`config.mk`:
```
export PLATFORM = sky130hd
export DESIGN_NAME = execute_unit
export DESIGN_NICKNAME = d
export VERILOG_FILES = /design/src/common/isa_pkg.sv /design/src/common/pipe_pkg.sv /design/src/rtl/execute_unit.sv
export SDC_FILE = /design/constraint.sdc
export NUM_CORES = 1
export LEC_CHECK = 0
export CELL_PAD_IN_SITES_DETAIL_PLACEMENT = 0
export CELL_PAD_IN_SITES_GLOBAL_PLACEMENT = 1
export CORE_ASPECT_RATIO = 1.25
export CORE_MARGIN = 3
export CORE_UTILIZATION = 35
export CTS_CLUSTER_DIAMETER = 40
export CTS_CLUSTER_SIZE = 28
export DETAILED_ROUTE_END_ITERATION = 8
export DONT_BUFFER_PORTS = 1
export HOLD_SLACK_MARGIN = 0.15
export PLACE_DENSITY = 0.63
export SYNTH_ARGS = -nofsm -noshare
export SYNTH_HDL_FRONTEND = slang
export SYNTH_SLANG_ARGS = --single-unit
```
`constraint.sdc`:
```
create_clock -name clk_i -period 4.9 [get_ports clk_i]
set_clock_uncertainty 0.2 [all_clocks]
set_input_delay 0.735 -clock clk_i [delete_from_list [all_inputs] [get_ports clk_i]]
set_output_delay 0.735 -clock clk_i [all_outputs]
set_load 0.05 [all_outputs]
```
`src/common/isa_pkg.sv`:
```
package isa_pkg;

  localparam int XLEN = 32;

  typedef enum logic [6:0] {
    OP     = 7'b0110011,
    OP_IMM = 7'b0010011,
    LOAD   = 7'b0000011,
    STORE  = 7'b0100011,
    BRANCH = 7'b1100011,
    JAL    = 7'b1101111
  } opcode_e;

  localparam logic [2:0] F3_ADD_SUB = 3'b000;
  localparam logic [2:0] F3_SLT     = 3'b010;
  localparam logic [2:0] F3_XOR     = 3'b100;
  localparam logic [2:0] F3_OR      = 3'b110;
  localparam logic [2:0] F3_AND     = 3'b111;
  localparam logic [2:0] F3_BEQ     = 3'b000;
  localparam logic [2:0] F3_BNE     = 3'b001;
  localparam logic [6:0] F7_SUB     = 7'b0100000;

  typedef enum logic [2:0] {
    ALU_ADD,
    ALU_SUB,
    ALU_AND,
    ALU_OR,
    ALU_XOR,
    ALU_SLT
  } alu_op_e;

  // same word seen as R-type or as I-type
  typedef union packed {
    struct packed {
      logic [6:0] funct7;
      logic [4:0] rs2;
      logic [4:0] rs1;
      logic [2:0] funct3;
      logic [4:0] rd;
      opcode_e    opcode;
    } r;
    struct packed {
      logic [11:0] imm12;
      logic [4:0]  rs1;
      logic [2:0]  funct3;
      logic [4:0]  rd;
      opcode_e     opcode;
    } i;
  } instr_u;

  localparam logic [XLEN-1:0] NOP_WORD = 32'h0000_0013; // addi x0,x0,0

endpackage

```
`src/common/pipe_pkg.sv`:
```
package pipe_pkg;

  typedef struct packed {
    logic [isa_pkg::XLEN-1:0] pc;
    isa_pkg::instr_u          instr;
  } if_id_t;

  typedef struct packed {
    logic [isa_pkg::XLEN-1:0] opr_a;
    logic [isa_pkg::XLEN-1:0] opr_b;
    logic [isa_pkg::XLEN-1:0] store_data;
    isa_pkg::alu_op_e         alu_op;
    logic [4:0]               rd;
    logic                     reg_write;
    logic                     mem_read;
    logic                     mem_write;
    logic                     link;
    logic [isa_pkg::XLEN-1:0] link_pc;
  } id_ex_t;

  typedef struct packed {
    logic [isa_pkg::XLEN-1:0] result;
    logic [isa_pkg::XLEN-1:0] store_data;
    logic [4:0]               rd;
    logic                     reg_write;
    logic                     mem_read;
    logic                     mem_write;
  } ex_mem_t;

  typedef struct packed {
    logic [4:0]               rd;
    logic [isa_pkg::XLEN-1:0] data;
    logic                     reg_write;
  } mem_wb_t;

  typedef enum logic [1:0] {
    FWD_NONE = 2'd0,
    FWD_EX   = 2'd1,
    FWD_MEM  = 2'd2
  } fwd_sel_e;

  typedef struct packed {
    logic [4:0]               rd;
    logic [isa_pkg::XLEN-1:0] data;
  } retire_t;

endpackage

```
`src/rtl/execute_unit.sv`:
```
module execute_unit (
  input  logic                     clk_i,
  input  logic                     reset_i,
  input  pipe_pkg::id_ex_t         id_ex_i,
  output logic [isa_pkg::XLEN-1:0] alu_result_o,
  output pipe_pkg::ex_mem_t        ex_mem_o
);

  logic [isa_pkg::XLEN-1:0] alu_out;
  logic                     lt;

  assign lt = $signed(id_ex_i.opr_a) < $signed(id_ex_i.opr_b);

  always_comb begin
    case (id_ex_i.alu_op)
      isa_pkg::ALU_SUB: alu_out = id_ex_i.opr_a - id_ex_i.opr_b;
      isa_pkg::ALU_AND: alu_out = id_ex_i.opr_a & id_ex_i.opr_b;
      isa_pkg::ALU_OR:  alu_out = id_ex_i.opr_a | id_ex_i.opr_b;
      isa_pkg::ALU_XOR: alu_out = id_ex_i.opr_a ^ id_ex_i.opr_b;
      isa_pkg::ALU_SLT: alu_out = {{(isa_pkg::XLEN-1){1'b0}}, lt};
      default:          alu_out = id_ex_i.opr_a + id_ex_i.opr_b;
    endcase
  end

  // jal writes its return address
  assign alu_result_o = id_ex_i.link ? id_ex_i.link_pc : alu_out;

  always_ff @(posedge clk_i) begin
    if (reset_i) begin
      ex_mem_o.reg_write <= 1'b0;
      ex_mem_o.mem_read  <= 1'b0;
      ex_mem_o.mem_write <= 1'b0;
    end else begin
      ex_mem_o.result     <= alu_result_o;
      ex_mem_o.store_data <= id_ex_i.store_data;
      ex_mem_o.rd         <= id_ex_i.rd;
      ex_mem_o.reg_write  <= id_ex_i.reg_write;
      ex_mem_o.mem_read   <= id_ex_i.mem_read;
      ex_mem_o.mem_write  <= id_ex_i.mem_write;
    end
  end

endmodule

```
==> results.txt, run 1 <==
status: finished, violations left
failing checks: negative setup slack
DRT antenna net count: 0
fraction of layout cells with a size suffix above 1: 0.1317
Worst Hold Margin: 0.2499 ns
GPL Wtd Cong: 0.8567
final WL: 27280 microns
Final Cell Area: 8932 sq um
Slew Limit Fails: 0
crit path capture type: primary output
first-pass GRT wire length: 41830 microns
initial antenna violation count: 0
Worst setup SP type: input pin
vias in the first global route: 7237
Worst Path Max Fanout: 3
Final nets: 1230
Hold EP: ex_mem_o[1]$_SDFF_PP0_
top flop regs: ex_mem_o: 72 flops
largest net degree at the start of global routing: 76
Die W: 139.2 microns
Root Buffer: clkbuf_16
WL per Instance: 21.41 microns
most area-hungry cell type in the Yosys netlist: edfxtp_1
worst min path class: in2reg
Vias: 7293
DIE AREA: 24020 sq um
synth top area cells: edfxtp_1, ha_1, a21oi_1
setup violators final: 1
Post-Synthesis Cells: 957
Total Power: 2.636 mW
synth unique cells: 76
HPWL Detailed: 20940 microns
crit path kind: in2out
top_reg_cell synth: edfxtp_1
fin util: 0.4117
Final Hold Violating Endpoints: 0
router iterations before antenna repair: 5
synth warn: 0
maximum clock path buffer count: 2
part of the Yosys area used for sequential elements: 0.2746
shortest period the worst path allows: 4.914 ns
final worst slack: -0.01355 ns
Max IR drop VDD: 0.0001706 V
Antenna diodes: 0
gr usage total: 0.2177
clock sink count: 72
CP max stage delay: 0.46 ns
IO Pins: 246
CP max-delay cell: a2111oi_4
crit path cell chain: clkinv_16, ha_4, inv_2, fa_2, nand2b_1, a221oi_2, o211a_1, a2111o_1, a2111oi_4, a22oi_2, a221o_1, mux2i_1, o221ai_1, o31ai_2, buf_6
number of core rows: 60
clock buffer count from CTS: 9
area share of the leading cell type in the synthesized netlist: 0.2669
min-delay src: reset_i
Post-Synthesis Cell Area: 7764 sq um
crit path buf inv count: 3
number of remaining DRC errors: 0
leakage: 3.850 nW
Hold Path Depth: 1
H-tree levels: 3
post-synthesis area per instance: 8.113 sq um
Vias/cell: 5.724
slew of the pin with the lowest slew margin: 1.106 ns
Cell Pwr Density: 295.1 nW/um^2
grt ovf: 0
Post-synth EDFFs: 69
period utilisation layout: 1.003
Buffers on Ports: 0
max reg flops: 72
CP delay by family, top: compound AO/OA/AOI/OAI gates
Area growth syn-to-layout: 15.05%
max frequency: 203.5 MHz
initial core utilization: 0.3578
TritonCTS clock tree: yes
setup tns final: -0.01355 ns
ys async rst share: 0
placed instance area: 8528 sq um
WP data required: 3.96 ns
CP Data Arrival Time: 3.98 ns
Rel. slew slack: 0.2629
core area: 21700 sq um
syn_nets: 1197
#FFs+latches synth: 72
die span in y: 172.5 microns
RSZ-0062 raised after global routing: yes
largest register by flop count: ex_mem_o
MaxCap Viol Count: 0
initial drt markers: 482
Worst-path clk slew: 0.06 ns
cell usage in the layout (no fill, tap or decap), types with 15 or more instances in the layout:
| cell | synthesis | layout |
|---|---|---|
| nor2_1 | 94 | 93 |
| a21o_1 | 16 | 16 |
| o22ai_1 | 16 | 16 |
| a21oi_1 | 113 | 113 |
| o21ai_1 | 17 | 21 |
| inv_1 | 106 | 103 |
| a31oi_1 | 17 | 17 |
| buf_4 | 3 | 72 |
| edfxtp_1 | 69 | 69 |
| nor3_1 | 15 | 15 |
| xnor2_1 | 20 | 20 |
| o21ai_0 | 41 | 36 |
| ha_1 | 96 | 93 |
| nand2b_1 | 16 | 16 |
| nand2_1 | 53 | 53 |
repair_timing:
action / in CTS / in global routing
resized for setup: 0 / 19
hold buffers: 0 / 0
cloned: 0 / 0
endpoints found under the setup margin: 1 / 11
pin swaps: 1 / 16
setup buffers: 0 / 3
cells by family after synthesis:
| logic type | synth area share |
|---|---|
| flops | 0.2746 |
| buf+inv | 0.08783 |
| xor+xnor | 0.02482 |
| simple gates | 0.1425 |
| compound gates | 0.2982 |
| mux | 0.01225 |
| fa+ha+maj | 0.1599 |
stage by stage:
step           std cells  setup WS, ns
2_1_floorplan        957       -0.1758
3_3_place_gp        1256      -0.03447
3_5_place_dp        1256      -0.01802
4_1_cts             1272      0.005298
5_1_grt             1274       -0.1840
6_report            1274      -0.01355
worst max path at each step:
| stage | slack [ns] | end | startpoint | depth (start not counted) |
|---|---|---|---|---|
| 2_1_floorplan | -0.18 | alu_result_o[30] | id_ex_i[108] | 14 |
| 3_3_place_gp | -0.03 | alu_result_o[30] | id_ex_i[108] | 15 |
| 6_report | -0.01 | alu_result_o[30] | id_ex_i[108] | 15 |
| 3_5_place_dp | -0.02 | alu_result_o[30] | id_ex_i[108] | 15 |
| 4_1_cts | 0.005 | alu_result_o[30] | id_ex_i[108] | 15 |
| 5_1_grt | -0.18 | alu_result_o[30] | id_ex_i[108] | 15 |
power breakdown:
part           switching, mW  internal, mW  total (mW)
clock network          0.300         0.450       0.749
logic                  0.574         0.340       0.914
registers              0.222         0.751       0.973
total                   1.10          1.54        2.64
per-layer routing:
layer / GRT usage / share of wire / wire length [microns]
met4: 0.07055 / 0.025 / 694
met5: 0 / 0 / 0
met3: 0.05423 / 0.065 / 1770
met2: 0.3853 / 0.51 / 13880
met1: 0.2571 / 0.40 / 10940
layout make-up:
| cell class | instances | area [sq um] |
|---|---|---|
| fillers | 2234 | 12760 |
| multi-input cells | 719 | 5039 |
| flip-flops and latches | 72 | 2132 |
| repair buffers | 78 | 651.9 |
| inverters | 110 | 439.2 |
| well taps | 279 | 349.1 |
| clock buffers | 10 | 229.0 |
| clock inverters | 6 | 92.59 |
Yosys cell counts, types with 4 or more instances:
cell type  instances
a2111oi_0          6
a211oi_1          10
a21o_1            16
a21oi_1          113
a221o_1            5
a221oi_1           6
a22oi_1            5
a31oi_1           17
a41oi_1            6
and3_1             8
buf_1              7
buf_2              5
buf_6              5
clkbuf_1          35
edfxtp_1          69
ha_1              96
inv_1            106
inv_2              4
mux2_2             4
mux2i_1            5
nand2_1           53
nand2b_1          16
nand3_1           12
nor2_1            94
nor2b_1           13
nor3_1            15
nor4_1             7
o211ai_1           8
o21a_1             6
o21ai_0           41
o21ai_1           17
o21bai_1          15
o221ai_1          15
o22a_1             6
o22ai_1           16
o31a_1             4
o31ai_1            9
or3_1              6
xnor2_1           20
No activity file was read; power rests on OpenSTA's default activity.
==> run 2: changes to the inputs <==
--- a/config.mk
+++ b/config.mk
@@ -5,7 +5,7 @@
 export SDC_FILE = /design/constraint.sdc
 export NUM_CORES = 1
 export LEC_CHECK = 0
-export CELL_PAD_IN_SITES_DETAIL_PLACEMENT = 0
+export CELL_PAD_IN_SITES_DETAIL_PLACEMENT = 1
 export CELL_PAD_IN_SITES_GLOBAL_PLACEMENT = 1
 export CORE_ASPECT_RATIO = 1.25
 export CORE_MARGIN = 3
@@ -14,8 +14,10 @@
 export CTS_CLUSTER_SIZE = 28
 export DETAILED_ROUTE_END_ITERATION = 8
 export DONT_BUFFER_PORTS = 1
+export GPL_TIMING_DRIVEN = 0
 export HOLD_SLACK_MARGIN = 0.15
 export PLACE_DENSITY = 0.63
 export SYNTH_ARGS = -nofsm -noshare
 export SYNTH_HDL_FRONTEND = slang
 export SYNTH_SLANG_ARGS = --single-unit
+export TNS_END_PERCENT = 10
==> results.txt, run 2 (synthesis results as in run 1) <==
status: finished, violations left
failing checks: negative setup slack
shortest period the worst path allows: 5.164 ns
Max IR drop VDD: 0.0002025 V
final WL: 31750 microns
RSZ-0062 raised after global routing: yes
Cell Pwr Density: 293.5 nW/um^2
setup violators final: 5
grt ovf: 0
Final nets: 1229
router iterations before antenna repair: 5
Slew Limit Fails: 0
Area growth syn-to-layout: 15.17%
most frequent cells in the layout: a21oi_1, inv_1, nor2_1
number of remaining DRC errors: 0
Worst-path clk slew: 0.06 ns
gr usage total: 0.2529
crit path capture type: primary output
initial core utilization: 0.3578
Die W: 139.2 microns
DRT antenna net count: 0
TritonCTS clock tree: yes
largest net degree at the start of global routing: 50
Worst setup SP type: input pin
clock buffer count from CTS: 9
initial antenna violation count: 0
period utilisation layout: 1.054
DP Cell Count: 1239
fraction of layout cells with a size suffix above 1: 0.1167
HPWL Detailed: 24760 microns
initial drt markers: 487
die span in y: 172.5 microns
largest register by flop count: ex_mem_o
final worst slack: -0.2639 ns
number of core rows: 60
crit path kind: in2out
Worst Path Max Fanout: 3
DIE AREA: 24020 sq um
Final Hold Violating Endpoints: 0
Rel. slew slack: 0.1623
WP data required: 3.96 ns
GPL Wtd Cong: 0.9023
Antenna diodes: 0
Buffers on Ports: 0
H-tree levels: 3
clock sink count: 72
Total Power: 2.624 mW
IO Pins: 246
CP Data Arrival Time: 4.23 ns
top flop regs: ex_mem_o: 72 flops
Post-Layout Cell Count: 1273
max reg flops: 72
WL per Instance: 24.94 microns
max frequency: 193.7 MHz
leakage: 3.705 nW
most common cell after layout, fill and taps aside: a21oi_1
Fillers: 2579
MaxCap Viol Count: 0
Vias/cell: 5.921
first-pass GRT wire length: 47550 microns
slew of the pin with the lowest slew margin: 1.257 ns
core area: 21700 sq um
worst min path class: in2reg
vias in the first global route: 7989
maximum clock path buffer count: 2
Root Buffer: clkbuf_16
Post-CTS Hold Fix Bufs: 0
Vias: 7537
## run 2: cell count changes in the layout (fill, tap and decap cells not counted), sizes merged
cell      previous run  this run
buf                 78        41
bufinv               2         1
clkbuf              10        46
clkinv               2         1
clkinvlp             2         5
inv                110       109
## run 2: worst paths after layout
kind,startpoint,endpoint,slack [ns],cells past startpoint
max,id_ex_i[108],alu_result_o[30],-0.26,14
min,reset_i,ex_mem_o[0]$_SDFF_PP0_,0.26,1
## run 2: timing repair
item / 4_1_cts / 5_1_grt
pin swaps: 16 / 19
buffers inserted: 5 / 13
setup endpoints to repair: 32 / 17
gates resized for setup: 49 / 19
## run 2: final cells by class
type,instances,area (sq um),area share
multi-input combinational,719,5265,0.5889
sequential,72,2132,0.2385
timing repair buffer,21,170.2,0.01903
clock buffer,10,229.0,0.02561
tap,279,349.1,0.03904
buffer,56,284.0,0.03177
inverter,110,442.9,0.04954
clock inverter,6,68.82,0.007697
## run 2: worst max-delay path, cell delays in order
cell       delay [ns]
clkinv_16        0.03
ha_4             0.11
inv_2            0.03
fa_2             0.36
nand2b_4         0.09
a221oi_4         0.08
o211a_1          0.23
a2111o_1         0.48
a2111oi_4        0.51
a22oi_2          0.20
a221o_1          0.37
mux2i_1          0.21
o221ai_2         0.16
o31ai_4          0.62
## run 2: per-stage QoR
stage	hold slack (ns)	area [sq um]	setup WS [ns]	setup TNS [ns]	util
final	0.2564	8941	-0.2639	-0.6962	0.4121
after global routing	0.2493	8941	-0.3590	-1.459	0.4121
after CTS	0.2534	8753	-0.3695	-0.6127	0.4035
after detailed placement	0.6158	8175	-0.9777	-16.42	0.3768
after global placement	0.6084	8125	-1.187	-18.56	0.3745
after floorplan	0.6066	7776	-0.1758	-0.3006	-
## run 2: where the power goes
group          internal (mW)  switching [mW]  total (mW)
Clock                  0.397           0.294       0.691
Combinational          0.307           0.653       0.960
Sequential             0.751           0.223       0.973
## run 2: layer usage
metal	vias up	global-route usage	part of all wire
met5	-	0	0
li1	3524	-	-
met1	3663	0.2867	0.40
met4	0	0.1040	0.042
met3	74	0.06034	0.058
met2	276	0.4526	0.50
==> run 3: changes to the inputs <==
--- a/config.mk
+++ b/config.mk
@@ -16,7 +16,9 @@
 export DONT_BUFFER_PORTS = 1
 export GPL_TIMING_DRIVEN = 0
 export HOLD_SLACK_MARGIN = 0.15
+export MAX_ROUTING_LAYER = met4
 export PLACE_DENSITY = 0.63
+export RECOVER_POWER = 25
 export SYNTH_ARGS = -nofsm -noshare
 export SYNTH_HDL_FRONTEND = slang
 export SYNTH_SLANG_ARGS = --single-unit
==> results.txt, run 3 (synthesis results as in run 1) <==
status: finished, violations left
failing checks: negative setup slack
H-tree levels: 3
RSZ-0062 raised after global routing: yes
die span in y: 172.5 microns
gr usage total: 0.2611
initial drt markers: 492
Die W: 139.2 microns
most frequent cells in the layout: a21oi_1, inv_1, nor2_1
period utilisation layout: 1.040
Final nets: 1230
router iterations before antenna repair: 5
TritonCTS clock tree: yes
first-pass GRT wire length: 47580 microns
Max IR drop VDD: 0.0001681 V
Rel. slew slack: 0.1907
DRT antenna net count: 0
final worst slack: -0.1940 ns
core area: 21700 sq um
crit path kind: in2out
MaxCap Viol Count: 0
Post-CTS Hold Fix Bufs: 0
setup tns final: -0.5380 ns
Root Buffer: clkbuf_16
fin util: 0.4156
max frequency: 196.3 MHz
WL per Instance: 25.00 microns
largest net degree at the start of global routing: 50
number of core rows: 60
worst min path class: in2reg
Cell Pwr Density: 298.9 nW/um^2
top flop regs: ex_mem_o: 72 flops
clock buffer count from CTS: 9
grt ovf: 0
fraction of layout cells with a size suffix above 1: 0.1246
IO Pins: 246
slew of the pin with the lowest slew margin: 1.209 ns
initial antenna violation count: 1
Hold Path Depth: 1
Total Power: 2.695 mW
GPL Wtd Cong: 0.9178
clock sink count: 72
leakage: 3.734 nW
Final Hold Violating Endpoints: 0
maximum clock path buffer count: 2
number of remaining DRC errors: 0
pre-CTS WS: -0.9118 ns
largest register by flop count: ex_mem_o
WP data required: 3.96 ns
vias in the first global route: 7938
CP Data Arrival Time: 4.16 ns
Vias: 7599
shortest period the worst path allows: 5.094 ns
Buffers on Ports: 0
Fillers: 2606
setup violators final: 4
Area growth syn-to-layout: 16.13%
HPWL Detailed: 24580 microns
Worst-path clk slew: 0.06 ns
Slew Limit Fails: 0
max reg flops: 72
DIE AREA: 24020 sq um
Vias/cell: 5.960
Worst setup SP type: input pin
initial core utilization: 0.3578
final WL: 31880 microns
crit path capture type: primary output
most common cell after layout, fill and taps aside: a21oi_1
Worst Path Max Fanout: 2
[run 3: cell types whose count changed in the layout (fill, tap and decap cells not counted), sizes merged]
cell,change
buf,+2
bufinv,+1
clkbuf,-1
clkinvlp,-2
diode,+1
inv,+1
[run 3: timing repair]
action	CTS	global route
buffers inserted	8	11
resized for setup	43	34
pin swaps	14	23
setup endpoints to repair	29	17
[run 3: per-stage QoR]
stage / std cells / area (sq um) / hold slack [ns]
6_report: 1275 / 9016 / 0.2502
2_1_floorplan: 957 / 7776 / 0.6066
4_1_cts: 1264 / 8792 / 0.2396
3_5_place_dp: 1240 / 8183 / 0.6120
5_1_grt: 1275 / 9016 / 0.2431
3_3_place_gp: 1236 / 8125 / 0.6090
[run 3: worst max-delay path: stages]
cell and delay (ns):
inv_16 0.03, ha_4 0.12, inv_2 0.03, fa_2 0.36, nand2b_4 0.09, a221oi_4 0.07, o211a_1 0.22, a2111o_1 0.45
a2111oi_4 0.52, a22oi_2 0.18, a221o_1 0.37, mux2i_1 0.20, o221ai_2 0.15, o31ai_4 0.61
[run 3: power breakdown]
group	leakage [nW]	switching, mW	internal, mW
clock	0.149	0.304	0.450
sequential	0.700	0.222	0.751
combinational	2.89	0.657	0.312
total	3.73	1.18	1.51
[run 3: worst paths after layout]
path | from | endpoint
worst max-delay path | id_ex_i[108] | alu_result_o[30]
worst min-delay path | reset_i | ex_mem_o[1]$_SDFF_PP0_
[run 3: routing by layer]
metal / GRT usage / up-vias / routed length (microns)
met5: - / - / 0
met3: 0.05617 / 64 / 1720
met2: 0.4524 / 277 / 16320
met1: 0.2915 / 3724 / 12700
li1: - / 3534 / -
met4: 0.1048 / 0 / 1137
[run 3: final cells by class]
class / instances / area (sq um) / area share
timing repair buffer: 23 / 185.2 / 0.02054
multi-input combinational: 719 / 5320 / 0.5901
buffer: 55 / 272.8 / 0.03025
sequential: 72 / 2132 / 0.2365
clock buffer: 10 / 229.0 / 0.02540
inverter: 110 / 432.9 / 0.04802
antenna: 1 / 2.502 / 0.0002775
tap: 279 / 349.1 / 0.03872
clock inverter: 6 / 92.59 / 0.01027
